File: src/hw/key_unwrap_consts.svh
`ifndef KEY_UNWRAP_CONSTS_SVH
`define KEY_UNWRAP_CONSTS_SVH

// vault word and cipher block width
`define WORD_W 32

// modulus, exponent, wrapped key and result width
`define KEY_W 16

// vault words expected after reset
`define VAULT_WORDS 2

// passphrase length limit in characters
`define PASS_LEN 4

// feistel round count
`define CIPHER_ROUNDS 8

// plaintext expected from vault word 0 under the right passphrase
`define CHECK_TAG 32'h5AFE_C0DE

`endif

File: src/hw/engine_if.sv
`timescale 1ns/1ps
`default_nettype none

`include "key_unwrap_consts.svh"

interface engine_if;
	logic req;                     // four-phase request
	logic [`WORD_W-1:0] operand_a; // cipher block or base
	logic [`WORD_W-1:0] operand_b; // cipher key or modulus/exponent
	logic [`WORD_W-1:0] result;    // valid while ack is high
	logic ack;                     // four-phase acknowledge

	modport requester (
		output req,
		output operand_a,
		output operand_b,
		input  result,
		input  ack
	);

	modport engine (
		input  req,
		input  operand_a,
		input  operand_b,
		output result,
		output ack
	);
endinterface

`default_nettype wire

File: src/hw/feistel_decrypt.sv
`timescale 1ns/1ps
`default_nettype none

`include "key_unwrap_consts.svh"

module feistel_decrypt (
	input  logic     clk,
	input  logic     rst,
	engine_if.engine bus
);
	localparam int HALF_W = `WORD_W / 2;
	localparam int RND_BITS = $clog2(`CIPHER_ROUNDS);

	logic busy_q;                        // rounds in progress
	logic start;                         // new request accepted
	logic [RND_BITS-1:0] round_q;        // counts down 7..0
	logic [HALF_W-1:0] left_q;
	logic [HALF_W-1:0] right_q;
	logic [`WORD_W-1:0] key_q;           // latched cipher key
	logic [2*`WORD_W-1:0] key_dbl;       // key twice, for rotation by slicing
	logic [`WORD_W-1:0] rot_base;        // slice start of the rotated key
	logic [HALF_W-1:0] round_key;
	logic [HALF_W-1:0] f_mix;
	logic [HALF_W-1:0] f_out;

	assign start = bus.req & ~bus.ack & ~busy_q; // only once per handshake

	// round key = low half of key rotated left by 4*round
	assign key_dbl = {key_q, key_q};
	assign rot_base = `WORD_W - {round_q, 2'b00};
	assign round_key = key_dbl[rot_base +: HALF_W];

	// F(h,k) = rotl3(h ^ k) + k
	assign f_mix = left_q ^ round_key;
	assign f_out = {f_mix[HALF_W-4:0], f_mix[HALF_W-1:HALF_W-3]} + round_key;

	assign bus.result = {left_q, right_q}; // plaintext once ack is up

	always_ff @(posedge clk) begin
		if (rst) begin
			busy_q <= 1'b0;
			round_q <= '0;
			bus.ack <= 1'b0;
		end else if (start) begin
			busy_q <= 1'b1;
			round_q <= RND_BITS'(`CIPHER_ROUNDS - 1); // decrypt runs last round first
		end else if (busy_q) begin
			round_q <= round_q - 1'b1;
			if (round_q == '0) begin
				busy_q <= 1'b0;
				bus.ack <= 1'b1; // held until req drops
			end
		end else if (!bus.req) begin
			bus.ack <= 1'b0; // close the handshake
		end
	end

	// halves and key carry no reset
	always_ff @(posedge clk) begin
		if (start) begin
			{left_q, right_q} <= bus.operand_a;
			key_q <= bus.operand_b;
		end else if (busy_q) begin
			// inverse round: old R = new L, old L = new R ^ F(new L)
			left_q <= right_q ^ f_out;
			right_q <= left_q;
		end
	end

	a_ack_needs_req: assert property (@(posedge clk) disable iff (rst)
		$rose(bus.ack) |-> bus.req);

endmodule

`default_nettype wire

File: src/flat_wrapper.sv
// flat-port wrapper written by rule: the top's interface ports become plain ports
module feistel_decrypt_flat 
  (clk, rst, bus_req, bus_operand_a, bus_operand_b, bus_result, bus_ack);
  engine_if bus_i ();
  input  logic clk;
  input  logic rst;
  input wire logic [$bits(bus_i.req)-1:0] bus_req;
  input wire logic [$bits(bus_i.operand_a)-1:0] bus_operand_a;
  input wire logic [$bits(bus_i.operand_b)-1:0] bus_operand_b;
  output wire logic [$bits(bus_i.result)-1:0] bus_result;
  output wire logic [$bits(bus_i.ack)-1:0] bus_ack;
  assign bus_i.req = bus_req;
  assign bus_i.operand_a = bus_operand_a;
  assign bus_i.operand_b = bus_operand_b;
  assign bus_result = bus_i.result;
  assign bus_ack = bus_i.ack;
  feistel_decrypt u_core (.clk(clk), .rst(rst), .bus(bus_i));
endmodule
File: config.mk
export PLATFORM = sky130hd
export DESIGN_NAME = feistel_decrypt_flat
export DESIGN_NICKNAME = d
export VERILOG_FILES = /design/src/hw/engine_if.sv /design/src/hw/feistel_decrypt.sv /design/src/flat_wrapper.sv
export VERILOG_INCLUDE_DIRS = /design/src /design/src/hw
export SDC_FILE = /design/constraint.sdc
export NUM_CORES = 1
export LEC_CHECK = 0
export ABC_AREA = 1
export BUFFER_PORTS_ARGS = -buffer_cell sky130_fd_sc_hd__buf_2
export CORE_MARGIN = 2
export CORE_UTILIZATION = 35
export DETAILED_ROUTE_END_ITERATION = 8
export SLEW_MARGIN = 20
export SYNTH_ARGS = -nofsm -noshare
export SYNTH_HDL_FRONTEND = slang
export SYNTH_SLANG_ARGS = --single-unit
File: constraint.sdc
create_clock -name clk -period 4.8 [get_ports clk]
set_input_delay 0.24 -clock clk [delete_from_list [all_inputs] [get_ports clk]]
set_output_delay 0.24 -clock clk [all_outputs]
set_load 0.1 [all_outputs]
==> flow_metrics.tcl <==
set metrics [dict create \
    placed_area_sq_um 5220 \
    reg2reg_depth 15 \
    ioPinCount 100 \
    htreeDepth 3 \
    dr.pass1.iters 5 \
    grt_pass1_wl_microns 19200 \
    n_fill_cell 1297 \
    holdBufCountCts 0 \
    rsz0062_at_grt "false" \
    nets 724 \
    fin_crit_sh 0.867 \
    cts_buffer_depth 2 \
    fin_cells 815 \
    critical_path_arrival_ns 4.25 \
    via_count 3997 \
    cts-root-buf "clkbuf_16" \
    routed_via_density 4.90 \
    grtUsageTotal 0.173 \
    grt_pass1_vias 3817 \
    setup_total_negative_slack_ns 0 \
    worstHoldPathCells 1 \
    required_ns 4.89 \
    rows 41 \
    clock-sinks 69 \
    slew_viol_final 0 \
    die_w_microns 119 \
    syn_inst 546 \
    slew_headroom 0.430 \
    wl_per_cell_microns 14.4 \
    ys_seq_area_frac 0.439 \
    antenna_cells 0 \
    cts_buffers 9 \
    fin_worst_skew_ns 0.00427 \
    totalWireLength_microns 11700 \
    tightest_slew_ns 0.854 \
    flow.area_growth_from_synthesis_pct 19.6 \
    final_layout_size_suffix_gt1_frac 0.210 \
    hold_viol 0 \
    die_area_sq_um 14100 \
    synth_ff_type "edfxtp_1" \
    min_period_ns 4.16 \
    syn_nets 632 \
    status "complete, no violations" \
    setup_viol 0 \
    grt_max_degree 42 \
    path_max_fanout 31 \
    clock.fmax_ghz 0.240 \
    synth_seq_cells 69 \
    core_area_sq_um 12700 \
    synth-edff-count 64 \
    drt_iter0_drc 259 \
    hpwlAfterDp_microns 8920 \
    avgSynthCellArea_sq_um 8.43 \
    syn_area_sq_um 4600 \
    gp_congestion 0.928 \
    drc 0 \
    endpoint_kind "flop" \
    ctsResizeCount 0 \
    cts_tree "done" \
    portBuffers 99 \
    dp.cells 799 \
    start_util 0.362 \
    clock_latency_ns 0.34 \
    async_reset_ff_frac 0 \
    drv_cap 0 \
    startpoint_type "flop" \
    antenna_found_initial 0 \
    design_area_sq_um 5500 \
    hp-class "primary input to flop" \
    fp.dieH_microns 119 \
    synth_warnings 0 \
    synth_cell_type_count 42 \
    grt_overflow 0 \
    cts_setup_buffers 0 \
    clkTransAtPathRegs_ns 0.06 \
    crit_type "flop to flop" \
    postRouteAntennaNets 0 \
]
-- Yosys cell counts, drive strengths merged, types with 2 or more instances --
library cell,count,share of area
o221ai,4,0.0076
edfxtp,64,0.42
o211ai,8,0.013
nand3,26,0.028
mux2i,13,0.028
xnor2,10,0.019
clkbuf,9,0.0073
nor4,2,0.0027
xor2,27,0.051
o21a,2,0.0035
o21ai,45,0.051
dfxtp,5,0.022
nand4,2,0.0027
nand3b,2,0.0033
o21bai,3,0.0049
a21oi,19,0.021
buf,14,0.022
nand2,182,0.15
or2,7,0.0095
ha,18,0.049
nor2,30,0.026
o22a,2,0.0038
inv,45,0.037
-- placed cells by master, fill, tap and decap left out, drive strengths merged, types with 2 or more instances in the layout --
cell type and count:
nand3 26, o21a 2, nor2 30, nand4 2
o22a 2, a21oi 19, buf 104, nand2 182
or2 7, mux2i 13, clkinv 3, ha 18
nor4 2, dfxtp 5, inv 45, o221ai 4
clkbuf 11, o21ai 45, o21bai 3, o211ai 8
xnor2 10, xor2 27, edfxtp 64, nand3b 2
-- stage by stage --
step	hold slack (ns)	util	setup WS (ns)
after detailed placement	0.418	0.410	0.732
final	0.0691	0.433	0.638
after CTS	0.0557	0.433	0.657
after global routing	0.0557	0.433	0.378
after global placement	0.417	0.410	0.809
after floorplan	0.309	-	1.25
-- critical path: stages, from the launching register on --
cell and delay (ns):
dfxtp_1 0.37, inv_4 0.12, ha_1 0.33, inv_1 0.63, o211ai_1 0.23, nand2_1 0.23, xnor2_1 0.15, ha_1 0.19
inv_1 0.06, fa_1 0.47, o21ai_2 0.28, a21oi_1 0.18, xor2_1 0.20, or2_2 0.30, nand3_1 0.07, nand2_1 0.08
-- logic make-up after synthesis --
| family | count (synthesis) | synth area share |
|---|---|---|
| AND/OR/NAND/NOR | 252 | 0.227 |
| AO/OA/AOI/OAI | 88 | 0.115 |
| flip-flops | 69 | 0.439 |
| buffers and inverters | 68 | 0.0669 |
| XOR/XNOR | 37 | 0.0704 |
| adder cells (fa/ha/maj) | 19 | 0.0533 |
| multiplexers | 13 | 0.0283 |
-- layout make-up --
type                       instances  area [sq um]  share of cell area
timing repair buffer             104           533              0.0968
sequential                        69          2020               0.367
clock buffer                      11           233              0.0423
clock inverter                     5          51.3             0.00932
tap                              172           215              0.0391
multi-input combinational        409          2280               0.414
inverter                          45           171              0.0311
-- metal layers --
metal	routed length, microns	track usage
met2	5200	0.269
met1	5650	0.235
met4	179	0.0543
met5	0	0
met3	714	0.0454
-- registers in the layout, indices dropped and copies added (netlist names) --
register	cells
u_core.right_q	16
u_core.key_q	32
u_core.round_q	3
u_core.busy_q	1
u_core.bus.ack	1
u_core.left_q	16
-- path summary, 6_finish.rpt --
path,from,to,slack [ns]
max,u_core.round_q[0]$_SDFFE_PP0P_,u_core.left_q[6]$_DFFE_PP_,0.64
min,bus_operand_b[18],u_core.key_q[18]$_DFFE_PP_,0.07
max reg2reg,u_core.round_q[0]$_SDFFE_PP0P_,u_core.left_q[6]$_DFFE_PP_,0.64
min reg2reg,u_core.bus.ack$_SDFFE_PP0P_,u_core.bus.ack$_SDFFE_PP0P_,0.49
Power is left out: the tool's default activity adds up to more than one toggle a clock period on the data nets, which glitch-free logic cannot reach.
