`config.mk`:
```
export PLATFORM = sky130hd
export DESIGN_NAME = modexp_engine_flat
export DESIGN_NICKNAME = d
export VERILOG_FILES = /design/src/hw/key_unwrap_pkg.sv /design/src/hw/engine_if.sv /design/src/hw/modexp_engine.sv /design/src/flat_wrapper.sv
export VERILOG_INCLUDE_DIRS = /design/src /design/src/hw
export SDC_FILE = /design/constraint.sdc
export NUM_CORES = 2
export LEC_CHECK = 0
export ABC_AREA = 1
export BUFFER_PORTS_ARGS = -buffer_cell sky130_fd_sc_hd__buf_2
export CORE_UTILIZATION = 59
export CTS_CLUSTER_SIZE = 30
export DETAILED_ROUTE_END_ITERATION = 8
export GPL_TIMING_DRIVEN = 1
export PLACE_DENSITY_LB_ADDON = 0.2
export SLEW_MARGIN = 20
export SYNTH_ARGS = -nofsm -noshare
export SYNTH_HDL_FRONTEND = slang
export SYNTH_SLANG_ARGS = --single-unit
```
`constraint.sdc`:
```
create_clock -name clk -period 97.5 [get_ports clk]
set_clock_uncertainty 0.1 [all_clocks]
set_input_delay 4.875 -clock clk [delete_from_list [all_inputs] [get_ports clk]]
set_output_delay 4.875 -clock clk [all_outputs]
set_load 0.01 [all_outputs]
```
`src/hw/key_unwrap_consts.svh`:
```
`ifndef KEY_UNWRAP_CONSTS_SVH
`define KEY_UNWRAP_CONSTS_SVH

// vault word and cipher block width
`define WORD_W 32

// modulus, exponent, wrapped key and result width
`define KEY_W 16

// vault words expected after reset
`define VAULT_WORDS 2

// passphrase length limit in characters
`define PASS_LEN 4

// feistel round count
`define CIPHER_ROUNDS 8

// plaintext expected from vault word 0 under the right passphrase
`define CHECK_TAG 32'h5AFE_C0DE

`endif

```
`src/hw/key_unwrap_pkg.sv`:
```
`default_nettype none

`include "key_unwrap_consts.svh"

package key_unwrap_pkg;

	// decrypted vault word 1, modulus in the upper half
	typedef struct packed {
		logic [`KEY_W-1:0] modulus;  // reduction modulus, must be >= 2
		logic [`KEY_W-1:0] exponent; // private exponent
	} key_fields_t;

	typedef union packed {
		logic [`WORD_W-1:0] raw; // as it leaves the cipher
		key_fields_t fields;     // as the modexp engine reads it
	} key_word_u;

	typedef enum logic [2:0] {
		LOAD,         // buffering vault words
		PASS,         // collecting passphrase chars
		CHECK,        // decrypt word 0, compare tag
		KEYDEC,       // decrypt word 1 into modulus/exponent
		WAIT_WRAPPED, // idle until next wrapped key
		UNWRAP,       // modexp on wrapped key
		SEND          // result waiting downstream
	} ctrl_state_e;

endpackage

`default_nettype wire

```
`src/hw/engine_if.sv`:
```
`timescale 1ns/1ps
`default_nettype none

`include "key_unwrap_consts.svh"

interface engine_if;
	logic req;                     // four-phase request
	logic [`WORD_W-1:0] operand_a; // cipher block or base
	logic [`WORD_W-1:0] operand_b; // cipher key or modulus/exponent
	logic [`WORD_W-1:0] result;    // valid while ack is high
	logic ack;                     // four-phase acknowledge

	modport requester (
		output req,
		output operand_a,
		output operand_b,
		input  result,
		input  ack
	);

	modport engine (
		input  req,
		input  operand_a,
		input  operand_b,
		output result,
		output ack
	);
endinterface

`default_nettype wire

```
`src/hw/modexp_engine.sv`:
```
`timescale 1ns/1ps
`default_nettype none

`include "key_unwrap_consts.svh"

module modexp_engine (
	input  logic     clk,
	input  logic     rst,
	engine_if.engine bus
);
	import key_unwrap_pkg::*;

	localparam int CNT_BITS = $clog2(`KEY_W);

	key_word_u key_in;                 // operand_b seen as modulus/exponent
	logic busy_q;
	logic start;
	logic [CNT_BITS-1:0] bit_cnt_q;    // exponent bits left, minus one
	logic [`KEY_W-1:0] mod_q;
	logic [`KEY_W-1:0] exp_q;          // shifts right each step
	logic [`KEY_W-1:0] base_q;         // b^(2^i) mod m
	logic [`KEY_W-1:0] acc_q;          // running result
	logic [2*`KEY_W-1:0] sq_full;
	logic [2*`KEY_W-1:0] mul_full;
	logic [2*`KEY_W-1:0] sq_rem;
	logic [2*`KEY_W-1:0] mul_rem;

	assign key_in.raw = bus.operand_b;
	assign start = bus.req & ~bus.ack & ~busy_q;

	// one square and one multiply per exponent bit
	assign sq_full = base_q * base_q;
	assign mul_full = acc_q * base_q;
	assign sq_rem = sq_full % {{`KEY_W{1'b0}}, mod_q};
	assign mul_rem = mul_full % {{`KEY_W{1'b0}}, mod_q};

	assign bus.result = {{(`WORD_W - `KEY_W){1'b0}}, acc_q};

	always_ff @(posedge clk) begin
		if (rst) begin
			busy_q <= 1'b0;
			bit_cnt_q <= '0;
			bus.ack <= 1'b0;
		end else if (start) begin
			busy_q <= 1'b1;
			bit_cnt_q <= CNT_BITS'(`KEY_W - 1);
		end else if (busy_q) begin
			bit_cnt_q <= bit_cnt_q - 1'b1;
			if (bit_cnt_q == '0) begin
				busy_q <= 1'b0;
				bus.ack <= 1'b1; // all exponent bits consumed
			end
		end else if (!bus.req) begin
			bus.ack <= 1'b0;
		end
	end

	always_ff @(posedge clk) begin
		if (start) begin
			mod_q <= key_in.fields.modulus;
			exp_q <= key_in.fields.exponent;
			base_q <= bus.operand_a[`KEY_W-1:0]; // reduced by the first square
			acc_q <= `KEY_W'(1);                 // 1 mod m, m >= 2
		end else if (busy_q) begin
			if (exp_q[0])
				acc_q <= mul_rem[`KEY_W-1:0];
			base_q <= sq_rem[`KEY_W-1:0];
			exp_q <= exp_q >> 1;
		end
	end

	a_mod_nonzero: assert property (@(posedge clk) disable iff (rst)
		busy_q |-> mod_q != '0);

endmodule

`default_nettype wire

```
`src/flat_wrapper.sv`:
```
// flat-port wrapper written by rule: the top's interface ports become plain ports
module modexp_engine_flat import key_unwrap_pkg::*;
  (clk, rst, bus_req, bus_operand_a, bus_operand_b, bus_result, bus_ack);
  engine_if bus_i ();
  input  logic clk;
  input  logic rst;
  input wire logic [$bits(bus_i.req)-1:0] bus_req;
  input wire logic [$bits(bus_i.operand_a)-1:0] bus_operand_a;
  input wire logic [$bits(bus_i.operand_b)-1:0] bus_operand_b;
  output wire logic [$bits(bus_i.result)-1:0] bus_result;
  output wire logic [$bits(bus_i.ack)-1:0] bus_ack;
  assign bus_i.req = bus_req;
  assign bus_i.operand_a = bus_operand_a;
  assign bus_i.operand_b = bus_operand_b;
  assign bus_result = bus_i.result;
  assign bus_ack = bus_i.ack;
  modexp_engine u_core (.clk(clk), .rst(rst), .bus(bus_i));
endmodule
```
==> metrics.yaml <==
layout:
  nFillCells: 10400
  multi_input_area_um2: 56900
  finalNonFillerCells: 11800
  area_growth_pct: 6.41
  drive_above_1_share_pct: 12.7
  fin_nets: 11800
  fin_util_pct: 63.6
  ff_latch_area_um2: 1900
clock_tree:
  cts_buffers: 9
  worstSkewPairLatency_ns: 0.42
  tritoncts: "built"
  ctsHtreeMaxLevel: 3
  cts-root-buf: "clkbuf_16"
  path_clk_slew_ns: 0.08
  clock_sinks: 70
  clock_path_buffers: 2
  hold_buffers: 0
sta:
  final_max_slew_viol_count: 0
  worst_hold_slack_ns: 0.363
  finalHoldViolCount: 0
  finalSetupViolCount: 0
  timing.fmax_ghz: 0.0112
  setup_tns_ns: 0
  tightest_slew_ns: 1.11
  slew_headroom_pct: 25.3
  min_period_ns: 89.39
  period_share_pct: 91.7
global_route:
  grt_overflow: 0
  track_usage_pct: 30.7
  grt_pass1_vias: 60700
  grt_max_degree: 62
  antenna_found_initial: 1
  grt_pass1_wl_mm: 292
synthesis:
  seq_area_frac_synth_pct: 2.83
  yosys.area.top_type: "ha_1"
  ys_types: 91
  ys_top_cells_by_area: "ha_1 (19%), nand2_1 (14%), fa_1 (11%), inv_1 (10%), xor2_1 (5.3%)"
  synth-seq-cells: 70
  ys_async_sr_fraction_pct: 0
  synthTopCellsByCount: "nand2_1 (2532), inv_1 (1766), ha_1 (997), o21ai_0 (623), a21oi_1 (519)"
  syn_area_um2: 66500
  synthCells: 10200
  synth-main-ff-cell: "edfxtp_1"
  yosysMostFrequentCell: "nand2_1"
  synth_top_area_share_pct: 18.8
  synth_edf_count: 48
  yosys_warnings: 0
  syn_area_per_cell_um2: 6.51
worst_hold_path:
  holdPathEnd: "u_core.acc_q[8]$_SDFFE_PP0P_"
  hp-class: "register to register"
  hold_depth: 2
  min_from: "u_core.acc_q[8]$_SDFFE_PP0P_"
worst_setup_path:
  path_max_fanout: 29
  rr_worst_depth: 609
  reg2reg_to: "u_core.acc_q[15]$_SDFFE_PP0P_"
  endpoint_kind: "register"
  ff2ff_setup_slack_ns: 8.11
  cpPeakStageDelay_ns: 0.63
  crit_path_start_kind: "register"
  cpMaxStageDelayCell: "fa_1"
  critPathKind: "register to register"
  r2r_start: "u_core.base_q[13]$_DFFE_PP_"
  crit_path_start: "u_core.base_q[13]$_DFFE_PP_"
  worstPathArrival_ns: 89.61
  worstPathRequired_ns: 97.72
  cpMostUsedCell: "nand2_1"
status:
  status: "complete, no violations"
die:
  initial_utilization_pct: 59.8
  die-area_um2: 114000
  die-height_um: 338
  die-width_um: 338
  rows: 122
  core_area_um2: 111000
  ios: 100
place:
  dp_cells: 11700
  portBuffers: 67
  place_congestion: 0.933
  dp_hpwl_mm: 145
routing:
  viasPerCell: 5.52
  vias: 65300
  ant_nets: 0
  drcViolationCount: 0
  wl_per_cell_um: 15.4
  drt_iter0_drc: 3923
  firstDrtPassIters: 6
  drt_wl_total_mm: 182
flow_run:
  maxCapViolCount: 0
[how the worst max path moves through the flow]
stage | to | slack [ns] | cells past startpoint
floorplan | u_core.base_q[14]$_DFFE_PP_ | 7.07 | 661
global placement | u_core.acc_q[0]$_SDFFE_PP1P_ | 1.81 | 598
finish | u_core.acc_q[15]$_SDFFE_PP0P_ | 8.11 | 609
CTS | u_core.base_q[15]$_DFFE_PP_ | 0.10 | 628
global route | u_core.base_q[5]$_DFFE_PP_ | -0.62 | 643
detailed placement | u_core.acc_q[15]$_SDFFE_PP0P_ | -0.51 | 600
[cells in the final DEF, fill, tap and decap left out, types with 16 or more instances in the layout]
cell,n
o21a_1,16
o21ai_2,28
nor2_2,63
a21oi_4,28
o21ai_0,585
nor2_1,434
xor2_1,401
buf_12,17
nand2_1,2530
a21o_1,109
inv_2,64
ha_1,997
nand2_4,65
or2_2,95
nand2_2,187
nand3_2,136
nor2_4,73
nand3_1,454
nand3b_1,41
o21ai_1,93
nor4_1,18
nand4_1,145
a21oi_2,78
conb_1,16
inv_1,1737
o21bai_1,75
fa_1,357
a21oi_1,448
buf_2,67
o31ai_1,33
xnor2_1,298
nor3_1,51
buf_4,236
edfxtp_1,48
[critical path, delay by kind of cell (launching register included)]
kind / cells / cell delay, ns
AO/OA/AOI/OAI: 250 / 42.94
flip-flops: 1 / 0.41
buffers and inverters: 109 / 10.52
AND/OR/NAND/NOR: 210 / 21.56
adder cells (fa/ha/maj): 39 / 13.43
XOR/XNOR: 1 / 0.16
[repair_timing]
action | in CTS | in global routing
endpoints found under the setup margin | 33 | 33
resized for setup | 4 | 305
pin swaps | 1 | 39
gates cloned | 1 | 18
buffers inserted | 5 | 112
[registers in the layout, indices dropped and copies added, names as in the netlist, named ones only]
register,count
u_core.acc_q,16
u_core.exp_q,16
u_core.mod_q,16
u_core.base_q,15
u_core.bit_cnt_q,4
u_core.bus.ack,1
u_core.busy_q,1
[stage by stage]
stage	setup WS [ns]	cell area, µm²
finish	8.11	70800
global route	-0.624	70800
CTS	0.103	68600
detailed placement	-0.508	68300
global placement	1.81	68300
floorplan	7.07	66600
[final cells by class]
class	count	share of cell area [%]
multi-input combinational	8066	80.4
inverter	1848	10.0
timing repair buffer	337	3.79
sequential	70	2.69
tap	1488	2.63
clock buffer	9	0.318
clock inverter	7	0.113
timing repair inverter	6	0.0477
antenna	2	0.00707
[layer usage]
metal | track usage, % | part of all wire, % | up-vias
met4 | 8.55 | 3.2 | 0
met5 | 0 | 0 | -
li1 | - | - | 33000
met3 | 3.19 | 6.4 | 306
met1 | 41.4 | 45 | 30300
met2 | 51.7 | 46 | 1679
[cell families after synthesis]
logic type,after synthesis,share of synthesized area (%)
AND/OR/NAND/NOR,4358,31.1
buffers and inverters,2102,13.0
AO/OA/AOI/OAI,1626,14.3
adder cells (fa/ha/maj),1354,29.5
XOR/XNOR,700,9.23
flip-flops,70,2.83
multiplexers,2,0.0320
other,1,0.00564
Power is not shown: default switching activity piles up to over one toggle a cycle in this logic, so the estimate is an artifact.
