`src/hw/key_unwrap_consts.svh`:
```
`ifndef KEY_UNWRAP_CONSTS_SVH
`define KEY_UNWRAP_CONSTS_SVH

// vault word and cipher block width
`define WORD_W 32

// modulus, exponent, wrapped key and result width
`define KEY_W 16

// vault words expected after reset
`define VAULT_WORDS 2

// passphrase length limit in characters
`define PASS_LEN 4

// feistel round count
`define CIPHER_ROUNDS 8

// plaintext expected from vault word 0 under the right passphrase
`define CHECK_TAG 32'h5AFE_C0DE

`endif

```
`src/hw/key_unwrap_pkg.sv`:
```
`default_nettype none

`include "key_unwrap_consts.svh"

package key_unwrap_pkg;

	// decrypted vault word 1, modulus in the upper half
	typedef struct packed {
		logic [`KEY_W-1:0] modulus;  // reduction modulus, must be >= 2
		logic [`KEY_W-1:0] exponent; // private exponent
	} key_fields_t;

	typedef union packed {
		logic [`WORD_W-1:0] raw; // as it leaves the cipher
		key_fields_t fields;     // as the modexp engine reads it
	} key_word_u;

	typedef enum logic [2:0] {
		LOAD,         // buffering vault words
		PASS,         // collecting passphrase chars
		CHECK,        // decrypt word 0, compare tag
		KEYDEC,       // decrypt word 1 into modulus/exponent
		WAIT_WRAPPED, // idle until next wrapped key
		UNWRAP,       // modexp on wrapped key
		SEND          // result waiting downstream
	} ctrl_state_e;

endpackage

`default_nettype wire

```
`src/hw/engine_if.sv`:
```
`timescale 1ns/1ps
`default_nettype none

`include "key_unwrap_consts.svh"

interface engine_if;
	logic req;                     // four-phase request
	logic [`WORD_W-1:0] operand_a; // cipher block or base
	logic [`WORD_W-1:0] operand_b; // cipher key or modulus/exponent
	logic [`WORD_W-1:0] result;    // valid while ack is high
	logic ack;                     // four-phase acknowledge

	modport requester (
		output req,
		output operand_a,
		output operand_b,
		input  result,
		input  ack
	);

	modport engine (
		input  req,
		input  operand_a,
		input  operand_b,
		output result,
		output ack
	);
endinterface

`default_nettype wire

```
`src/hw/unwrap_ctrl.sv`:
```
`timescale 1ns/1ps
`default_nettype none

`include "key_unwrap_consts.svh"

module unwrap_ctrl (
	input  logic               clk,
	input  logic               rst,
	input  logic               stall_i,
	input  logic [`WORD_W-1:0] vault_data_i,
	input  logic               vault_valid_i,
	output logic               vault_ready_o,
	input  logic [7:0]         kb_data_i,
	input  logic               kb_valid_i,
	input  logic               kb_enter_i,
	input  logic               kb_clear_i,
	input  logic [`KEY_W-1:0]  wrapped_data_i,
	input  logic               wrapped_valid_i,
	output logic               wrapped_ready_o,
	output logic [`KEY_W-1:0]  out_data_o,
	output logic               out_valid_o,
	input  logic               out_ready_i,
	output logic               led_pass_o,
	output logic               led_fail_o,
	engine_if.requester        cipher,
	engine_if.requester        modexp
);
	import key_unwrap_pkg::*;

	localparam int VAULT_BITS = $clog2(`VAULT_WORDS);
	localparam int PASS_BITS = $clog2(`PASS_LEN);

	ctrl_state_e state_q;
	logic vault_rdy_q;
	logic wrapped_rdy_q;
	logic [VAULT_BITS-1:0] vault_cnt_q;
	logic [`WORD_W-1:0] vault_q [`VAULT_WORDS]; // encrypted tag word, encrypted key word
	logic [PASS_BITS-1:0] pass_cnt_q;
	logic [`WORD_W-1:0] pass_key_q;             // chars packed from the LSB
	key_word_u key_word_q;                      // decrypted modulus/exponent
	logic [`KEY_W-1:0] wrapped_q;
	logic vault_xfer;
	logic wrapped_xfer;
	logic cipher_free;
	logic cipher_done;
	logic modexp_free;
	logic modexp_done;

	// a stalled block accepts nothing
	assign vault_ready_o = vault_rdy_q & ~stall_i;
	assign wrapped_ready_o = wrapped_rdy_q & ~stall_i;
	assign vault_xfer = vault_valid_i & vault_ready_o;
	assign wrapped_xfer = wrapped_valid_i & wrapped_ready_o;

	assign cipher_free = ~cipher.req & ~cipher.ack; // last handshake closed
	assign cipher_done = cipher.req & cipher.ack;
	assign modexp_free = ~modexp.req & ~modexp.ack;
	assign modexp_done = modexp.req & modexp.ack;

	always_ff @(posedge clk) begin
		if (rst) begin
			state_q <= LOAD;
			vault_rdy_q <= 1'b1; // vault accepted right after reset
			wrapped_rdy_q <= 1'b0;
			vault_cnt_q <= '0;
			pass_cnt_q <= '0;
			pass_key_q <= '0;
			led_pass_o <= 1'b0;
			led_fail_o <= 1'b0;
			out_valid_o <= 1'b0;
			cipher.req <= 1'b0;
			modexp.req <= 1'b0;
		end else if (!stall_i) begin
			case (state_q)
				LOAD: if (vault_xfer) begin
					vault_cnt_q <= vault_cnt_q + 1'b1;
					if (vault_cnt_q == VAULT_BITS'(`VAULT_WORDS - 1)) begin
						vault_rdy_q <= 1'b0; // vault full, never reopens
						state_q <= PASS;
					end
				end
				PASS: if (kb_valid_i) begin
					if (kb_clear_i) begin
						pass_key_q <= '0;
						pass_cnt_q <= '0;
					end else if (kb_enter_i) begin
						state_q <= CHECK; // enter char itself not stored
					end else begin
						pass_key_q[{pass_cnt_q, 3'b000} +: 8] <= kb_data_i;
						pass_cnt_q <= pass_cnt_q + 1'b1; // wraps to 0 after last char
						if (pass_cnt_q == PASS_BITS'(`PASS_LEN - 1))
							state_q <= CHECK;
					end
				end
				CHECK: if (cipher_free) begin
					cipher.req <= 1'b1;
				end else if (cipher_done) begin
					cipher.req <= 1'b0;
					if (cipher.result == `CHECK_TAG) begin
						led_pass_o <= 1'b1;
						led_fail_o <= 1'b0;
						state_q <= KEYDEC;
					end else begin
						led_fail_o <= 1'b1;
						pass_key_q <= '0; // fresh entry
						pass_cnt_q <= '0;
						state_q <= PASS;
					end
				end
				KEYDEC: if (cipher_free) begin
					cipher.req <= 1'b1; // waits out the CHECK ack
				end else if (cipher_done) begin
					cipher.req <= 1'b0;
					wrapped_rdy_q <= 1'b1;
					state_q <= WAIT_WRAPPED;
				end
				WAIT_WRAPPED: if (wrapped_xfer) begin
					wrapped_rdy_q <= 1'b0; // one key in flight
					state_q <= UNWRAP;
				end
				UNWRAP: if (modexp_free) begin
					modexp.req <= 1'b1;
				end else if (modexp_done) begin
					modexp.req <= 1'b0;
					out_valid_o <= 1'b1;
					state_q <= SEND;
				end
				SEND: if (out_ready_i) begin
					out_valid_o <= 1'b0;
					wrapped_rdy_q <= 1'b1;
					state_q <= WAIT_WRAPPED;
				end
				default: state_q <= LOAD;
			endcase
		end
	end

	// data path, operands launched with req
	always_ff @(posedge clk) begin
		if (!stall_i) begin
			if (state_q == LOAD && vault_xfer)
				vault_q[vault_cnt_q] <= vault_data_i;
			if (state_q == CHECK && cipher_free) begin
				cipher.operand_a <= vault_q[0];
				cipher.operand_b <= pass_key_q;
			end
			if (state_q == KEYDEC && cipher_free) begin
				cipher.operand_a <= vault_q[`VAULT_WORDS-1];
				cipher.operand_b <= pass_key_q;
			end
			if (state_q == KEYDEC && cipher_done)
				key_word_q.raw <= cipher.result;
			if (state_q == WAIT_WRAPPED && wrapped_xfer)
				wrapped_q <= wrapped_data_i;
			if (state_q == UNWRAP && modexp_free) begin
				modexp.operand_a <= {{(`WORD_W - `KEY_W){1'b0}}, wrapped_q};
				modexp.operand_b <= key_word_q.raw; // engine splits the fields
			end
			if (state_q == UNWRAP && modexp_done)
				out_data_o <= modexp.result[`KEY_W-1:0];
		end
	end

	// engine handshakes stay four-phase across both modules
	a_cipher_req_rise: assert property (@(posedge clk) disable iff (rst)
		$rose(cipher.req) |-> !$past(cipher.ack));
	a_modexp_req_rise: assert property (@(posedge clk) disable iff (rst)
		$rose(modexp.req) |-> !$past(modexp.ack));
	a_out_hold: assert property (@(posedge clk) disable iff (rst)
		out_valid_o && !out_ready_i |=> out_valid_o && $stable(out_data_o));

endmodule

`default_nettype wire

```
`src/flat_wrapper.sv`:
```
// flat-port wrapper written by rule: the top's interface ports become plain ports
module unwrap_ctrl_flat import key_unwrap_pkg::*;
  (clk, rst, stall_i, vault_data_i, vault_valid_i, vault_ready_o, kb_data_i, kb_valid_i, kb_enter_i, kb_clear_i, wrapped_data_i, wrapped_valid_i, wrapped_ready_o, out_data_o, out_valid_o, out_ready_i, led_pass_o, led_fail_o, cipher_req, cipher_operand_a, cipher_operand_b, cipher_result, cipher_ack, modexp_req, modexp_operand_a, modexp_operand_b, modexp_result, modexp_ack);
  engine_if cipher_i ();
  engine_if modexp_i ();
  input  logic clk;
  input  logic rst;
  input  logic stall_i;
  input  logic [`WORD_W-1:0] vault_data_i;
  input  logic vault_valid_i;
  output logic vault_ready_o;
  input  logic [7:0] kb_data_i;
  input  logic kb_valid_i;
  input  logic kb_enter_i;
  input  logic kb_clear_i;
  input  logic [`KEY_W-1:0] wrapped_data_i;
  input  logic wrapped_valid_i;
  output logic wrapped_ready_o;
  output logic [`KEY_W-1:0] out_data_o;
  output logic out_valid_o;
  input  logic out_ready_i;
  output logic led_pass_o;
  output logic led_fail_o;
  output wire logic [$bits(cipher_i.req)-1:0] cipher_req;
  output wire logic [$bits(cipher_i.operand_a)-1:0] cipher_operand_a;
  output wire logic [$bits(cipher_i.operand_b)-1:0] cipher_operand_b;
  input wire logic [$bits(cipher_i.result)-1:0] cipher_result;
  input wire logic [$bits(cipher_i.ack)-1:0] cipher_ack;
  output wire logic [$bits(modexp_i.req)-1:0] modexp_req;
  output wire logic [$bits(modexp_i.operand_a)-1:0] modexp_operand_a;
  output wire logic [$bits(modexp_i.operand_b)-1:0] modexp_operand_b;
  input wire logic [$bits(modexp_i.result)-1:0] modexp_result;
  input wire logic [$bits(modexp_i.ack)-1:0] modexp_ack;
  assign cipher_req = cipher_i.req;
  assign cipher_operand_a = cipher_i.operand_a;
  assign cipher_operand_b = cipher_i.operand_b;
  assign cipher_i.result = cipher_result;
  assign cipher_i.ack = cipher_ack;
  assign modexp_req = modexp_i.req;
  assign modexp_operand_a = modexp_i.operand_a;
  assign modexp_operand_b = modexp_i.operand_b;
  assign modexp_i.result = modexp_result;
  assign modexp_i.ack = modexp_ack;
  unwrap_ctrl u_core (.clk(clk), .rst(rst), .stall_i(stall_i), .vault_data_i(vault_data_i), .vault_valid_i(vault_valid_i), .vault_ready_o(vault_ready_o), .kb_data_i(kb_data_i), .kb_valid_i(kb_valid_i), .kb_enter_i(kb_enter_i), .kb_clear_i(kb_clear_i), .wrapped_data_i(wrapped_data_i), .wrapped_valid_i(wrapped_valid_i), .wrapped_ready_o(wrapped_ready_o), .out_data_o(out_data_o), .out_valid_o(out_valid_o), .out_ready_i(out_ready_i), .led_pass_o(led_pass_o), .led_fail_o(led_fail_o), .cipher(cipher_i), .modexp(modexp_i));
endmodule
```
`config.mk`:
```
export PLATFORM = sky130hd
export DESIGN_NAME = unwrap_ctrl_flat
export DESIGN_NICKNAME = d
export VERILOG_FILES = /design/src/hw/key_unwrap_pkg.sv /design/src/hw/engine_if.sv /design/src/hw/unwrap_ctrl.sv /design/src/flat_wrapper.sv
export VERILOG_INCLUDE_DIRS = /design/src /design/src/hw
export SDC_FILE = /design/constraint.sdc
export NUM_CORES = 1
export LEC_CHECK = 0
export ABC_AREA = 1
export BUFFER_PORTS_ARGS = -buffer_cell sky130_fd_sc_hd__buf_2
export CAP_MARGIN = 20
export CORE_MARGIN = 4
export CORE_UTILIZATION = 50
export DETAILED_ROUTE_END_ITERATION = 7
export GPL_ROUTABILITY_DRIVEN = 0
export PLACE_DENSITY = 0.76
export SYNTH_ARGS = -nofsm -noshare
export SYNTH_HDL_FRONTEND = slang
export SYNTH_SLANG_ARGS = --single-unit
```
`constraint.sdc`:
```
create_clock -name clk -period 11.6 [get_ports clk]
set_input_delay 2.32 -clock clk [delete_from_list [all_inputs] [get_ports clk]]
set_output_delay 2.32 -clock clk [all_outputs]
set_load 0.05 [all_outputs]
```
==> impl_metrics.yaml, run 1 <==
run_status:
  status: "finished, final reports clean"
floorplanning:
  die_w_um: 154
  start_util_pct: 50.9
  io_pins: 282
  die_h_um: 154
  core_area_um2: 21000
  dieArea_um2: 23800
  rows: 53
clocking:
  numClockSinks: 285
  h-tree-depth: 1
  cts-root-buf: "clkbuf_16"
  cts_inserted_buffers: 28
  cts_hold_buf: 0
  clkTransAtPathRegs_ns: 0.06
  cts_buffer_depth: 3
  cts_setup_buffers: 0
  cts_resized: 0
  clock_latency_ns: 0.53
  cts_tree: "yes"
sta:
  hold_viol_final: 0
  fin_crit_ns: 5.37
  max_slew_margin_pct: 31.1
  skew_ns: 0.0121
  grt_setup_unrepaired: "no"
  clock.fmax_mhz: 186
  fin_crit_sh_pct: 46.3
  setup_tns_ns: 0
  final-setup-viol-count: 0
  tightest_slew_ns: 1.03
  slew_viol_final: 0
detailed_routing:
  ant_nets: 0
  wl_per_cell_um: 15.9
  top_layer_used: "met5"
  wl_met1_um: 8600
  wl_met2_um: 10200
  drc_errors: 0
  viasPerCell: 4.82
  vias: 6513
  wl_um: 21400
  route.met3.wl_um: 2020
  drtIter0Drc: 361
  dr.pass1.iters: 4
global_routing:
  grt_pass1_wl_um: 33300
  overflow: 0
  antenna_found_initial: 5
  grt_usage_pct: 17.4
  grt_start_max_net_pins: 49
  grt_pass1_vias: 6242
worst_setup_path:
  cp-start-kind: "input pin"
  end_kind: "output port"
  crit_fanout: 10
  cp.required_ns: 9.28
  crit_type: "in -> out"
  arrival_ns: 3.05
placed_design:
  place_area_um2: 12200
  io_buffers: 249
  dp_hpwl_um: 14700
yosys:
  synth_seq_cells: 285
  syn_area_per_cell_um2: 13.6
  synth_top_area_cell: "edfxtp_1"
  synth_cells: 784
  ys_seq_area_share_pct: 75.8
  synth_edf_count: 240
  synth_area_um2: 10700
  ys_warn_count: 0
  synthTopCellsByCount: "edfxtp_1 (240), nand2_1 (123), inv_1 (109)"
  synth_top_area_share_pct: 67.4
  synth_top_cells_by_area: "edfxtp_1 (67%), dfxtp_1 (8.4%), nand2_1 (4.3%)"
  synth.most_common_cell: "edfxtp_1"
  synth_ff_type: "edfxtp_1"
  post_synth_num_cell_types: 35
  synthArstFlopShare_pct: 0
power:
  p_leak_nw: 5.29
  power.total_mw: 2.25
  pwr_density_cell_nw_per_um2: 171
  max-vdd-ir-drop_uv: 125
cells_and_area:
  ff_latch_area_um2: 8110
  multi_input_comb_area_um2: 2030
  stdcell_area_um2: 13100
  n_fill_cell: 1609
  drive_gt1_share_pct: 32.2
  nets: 1189
  area_growth_pct: 22.9
worst_hold_path:
  hp-class: "reg -> reg"
run:
  max_cap_viol_count: 0
[power by group]
part	total, mW	switching (mW)	leakage [nW]	internal, mW
sequential	1.17	0.0172	2.54	1.15
combinational	0.207	0.145	2.30	0.0623
clock	0.873	0.360	0.451	0.513
[registers in the layout, summed over array words and instances (netlist names), 2 cells and up]
register / count
u_core.modexp.operand_a: 16
u_core.key_word_q: 32
u_core.wrapped_q: 16
u_core.vault_q: 64
u_core.cipher.operand_a: 32
u_core.state_q: 3
u_core.cipher.operand_b: 32
u_core.out_data_o: 16
u_core.pass_key_q: 32
u_core.pass_cnt_q: 2
u_core.modexp.operand_b: 32
[cell type report]
cell class	instances	share of cell area [%]
Sequential cell	285	61.7
Multi-Input combinational cell	364	15.4
Timing Repair Buffer	256	10.0
Clock buffer	44	6.32
Inverter	115	3.28
Tap cell	275	2.62
Clock inverter	8	0.581
Antenna cell	3	0.0571
[layout by cell type, fill, tap and decap left out, types with 6 or more instances in the layout]
master	synthesis	final
a21oi_1	9	9
buf_2	8	249
buf_4	16	6
clkbuf_1	6	9
clkbuf_16	0	28
clkbuf_8	0	7
clkinv_2	0	6
conb_1	1	16
dfxtp_1	45	45
edfxtp_1	240	240
ha_1	8	8
inv_1	109	109
mux2_1	13	13
mux2_2	19	19
nand2_1	123	123
nand3_1	40	40
nand3_4	6	6
nand4_1	36	36
nor2_1	67	62
[metrics by stage]
step           instances  hold WS, ns  setup WS, ns  util, %
2_1_floorplan        799        0.400          5.66        -
3_3_place_gp        1294        0.400          6.25     58.1
3_5_place_dp        1295        0.405          6.23     58.2
4_1_cts             1347        0.416          6.22     62.5
5_1_grt             1349        0.420          6.18     62.5
6_report            1350        0.411          6.23     62.5
[per-layer routing]
metal	GRT usage (%)	vias to the layer above
met5	0	-
met3	5.26	47
met1	22.8	3026
met2	28.5	249
met4	5.09	6
li1	-	3185
[cells by family (layout without fill, tap and decap cells)]
logic type | after synthesis | count (layout) | share of synthesized area [%]
simple gates | 290 | 290 | 12.8
flops | 285 | 285 | 75.8
buf+inv | 150 | 423 | 6.13
mux | 32 | 32 | 3.37
compound gates | 18 | 18 | 0.924
fa+ha+maj | 8 | 8 | 0.936
other cells | 1 | 19 | 0.0350
[worst max-delay path: stages]
cell and delay, ns:
buf_2 0.18, nor2_1 0.22, buf_2 0.33
[final timing paths]
| check | from | to | slack (ns) | cells past startpoint |
|---|---|---|---|---|
| worst max-delay path | stall_i | vault_ready_o | 6.23 | 3 |
| worst min register to register | u_core.wrapped_q[14] | u_core.modexp.operand_a[14] | 0.41 | 0 |
| worst min-delay path | u_core.wrapped_q[14] | u_core.modexp.operand_a[14] | 0.41 | 0 |
| worst max register to register | u_core.state_q[1] | u_core.cipher.operand_b[4] | 9.17 | 5 |
Power figures use the tool's default switching activity.
==> run 2: changes to the inputs <==
--- a/config.mk
+++ b/config.mk
@@ -6,11 +6,11 @@
 export SDC_FILE = /design/constraint.sdc
 export NUM_CORES = 1
 export LEC_CHECK = 0
-export ABC_AREA = 1
+export ABC_AREA = 0
 export BUFFER_PORTS_ARGS = -buffer_cell sky130_fd_sc_hd__buf_2
 export CAP_MARGIN = 20
 export CORE_MARGIN = 4
-export CORE_UTILIZATION = 50
+export CORE_UTILIZATION = 47
 export DETAILED_ROUTE_END_ITERATION = 7
 export GPL_ROUTABILITY_DRIVEN = 0
 export PLACE_DENSITY = 0.76
==> constraint.sdc (replaced) <==
create_clock -name clk -period 4.7 [get_ports clk]
set_input_delay 0.94 -clock clk [delete_from_list [all_inputs] [get_ports clk]]
set_output_delay 0.94 -clock clk [all_outputs]
set_load 0.05 [all_outputs]
==> impl_metrics.yaml, run 2 <==
cells_and_area:
  top_register: "u_core.vault_q"
  finalNonFillerCells: 1141
  largest_register_ffs: 64
  final_cell_mix: "buf_2 (249), edfxtp_1 (240), dfxtp_1 (45)"
  final_common_cell: "buf_2"
  drive_gt1_share_pct: 41.4
  n_fill_cell: 1608
  area_growth_pct: 23.5
  nets: 983
detailed_routing:
  top_layer_used: "met5"
  wl_met2_um: 10700
  drc_errors: 0
  wl_um: 21400
  viasPerCell: 5.10
  vias: 5821
  route.met3.wl_um: 1650
  wl_met1_um: 8540
  wl_per_cell_um: 18.7
  ant_nets: 0
  drtIter0Drc: 276
  dr.pass1.iters: 6
worst_setup_path:
  cp-start-kind: "input pin"
  crit_path_max_incr_delay_ns: 0.67
  crit_chain: "buf_2 -> inv_1 -> ha_1 -> nand2b_1 -> a221o_1 -> or4_4 -> or4b_2 -> a21oi_1"
  crit_type: "in -> reg"
  crit_fanout: 16
  cp.required_ns: 5.16
  end_kind: "flop"
  arrival_ns: 3.35
  slowest_stage: "or4b_2"
yosys:
  synth_top_area_cell: "edfxtp_1"
  syn_area_per_cell_um2: 17.6
  post_synth_num_cell_types: 49
  synth_cells: 579
  synth_ff_type: "edfxtp_1"
  synth_area_um2: 10200
  synth_edf_count: 240
  ys_seq_area_share_pct: 79.7
  synth_seq_cells: 285
  ys_warn_count: 0
  synthTopCellsByCount: "edfxtp_1 (240), dfxtp_1 (45), mux2_2 (32)"
  synth.most_common_cell: "edfxtp_1"
  synth_top_area_share_pct: 70.9
  synthArstFlopShare_pct: 0
  synth_top_cells_by_area: "edfxtp_1 (71%), dfxtp_1 (8.9%), mux2_2 (3.5%)"
sta:
  final-setup-viol-count: 0
  fin_crit_ns: 2.90
  hold_viol_final: 0
  setup_tns_ns: 0
  grt_setup_unrepaired: "no"
  skew_ns: 0.0178
  clock.fmax_mhz: 345
  tightest_slew_ns: 0.950
  slew_viol_final: 0
  max_slew_margin_pct: 36.6
  fin_crit_sh_pct: 61.7
global_routing:
  grt_usage_pct: 17.2
  overflow: 0
  antenna_found_initial: 2
  grt_pass1_vias: 5825
  grt_start_max_net_pins: 49
  grt_pass1_wl_um: 32700
worst_hold_path:
  hp-class: "reg -> reg"
power:
  p_leak_nw: 4.63
  max-vdd-ir-drop_uv: 266
  pwr_density_cell_nw_per_um2: 398
  power.total_mw: 5.00
floorplanning:
  rows: 53
  start_util_pct: 48.1
  core_area_um2: 21200
  dieArea_um2: 24100
  die_h_um: 155
  die_w_um: 155
  io_pins: 282
clocking:
  numClockSinks: 285
  clkTransAtPathRegs_ns: 0.06
  cts_resized: 0
  cts-root-buf: "clkbuf_16"
  h-tree-depth: 1
  cts_tree: "yes"
  cts_setup_buffers: 0
  cts_hold_buf: 0
  cts_buffer_depth: 3
  cts_inserted_buffers: 28
  clock_latency_ns: 0.54
placed_design:
  io_buffers: 249
  dp_hpwl_um: 14700
  post-place-cells: 1087
run_status:
  status: "finished, final reports clean"
run:
  max_cap_viol_count: 0
## run 2: changes by cell type after synthesis, sizes merged, moves of 33 or more
cell / delta
nand4: -33
inv: -104
nand2: -110
nor2: -55
nand3: -46
## run 2: layer usage
layer	up-vias	global-route usage, %
met5	-	0
met4	2	4.50
li1	2755	-
met1	2825	22.1
met3	34	4.17
met2	205	29.6
## run 2: final timing paths
path	end	startpoint	slack, ns	depth (start not counted)
worst min register to register	u_core.cipher.operand_b[18]	u_core.pass_key_q[18]	0.41	0
worst max register to register	u_core.pass_key_q[7]	u_core.state_q[2]	1.89	5
worst min-delay path	u_core.cipher.operand_b[18]	u_core.pass_key_q[18]	0.41	0
worst max-delay path	u_core.pass_key_q[7]	cipher_ack	1.80	8
## run 2: through the flow
| step | area (um^2) | utilization, % | setup WS, ns | hold WS [ns] |
|---|---|---|---|---|
| floorplan | 10200 | - | 1.14 | 0.400 |
| global placement | 11700 | 55.2 | 1.31 | 0.400 |
| detailed placement | 11700 | 55.2 | 1.28 | 0.405 |
| CTS | 12500 | 59.3 | 1.83 | 0.415 |
| global route | 12600 | 59.4 | 1.66 | 0.421 |
| finish | 12600 | 59.4 | 1.80 | 0.413 |
## run 2: cell families (layout without fill, tap and decap cells)
family / Yosys count / after routing / share of synthesized area, %
buf+inv: 49 / 320 / 2.51
compound gates: 73 / 73 / 4.55
flops: 285 / 285 / 79.7
fa+ha+maj: 8 / 8 / 0.984
mux: 34 / 34 / 3.74
xor+xnor: 1 / 1 / 0.0861
other cells: 1 / 17 / 0.0369
simple gates: 128 / 128 / 8.37
## run 2: worst max-delay path, delay by kind of cell
family          cells  cell delay (ns)
compound gates      2             0.58
fa+ha+maj           1             0.23
buf+inv             2             0.13
simple gates        3             1.47
## run 2: report_power, final
part | internal, mW | switching [mW]
Combinational | 0.0572 | 0.0939
Sequential | 2.75 | 0.00729
Clock | 1.20 | 0.882
Total | 4.01 | 0.983
## run 2: layout make-up
type	instances	area [um^2]	share of cell area [%]
inverter	11	41.3	0.329
clock buffer	42	783	6.23
timing repair buffer	258	1320	10.5
sequential	285	8110	64.5
clock inverter	9	80.1	0.637
multi-input combinational	260	1880	15.0
tap	275	344	2.74
antenna	1	2.50	0.0199
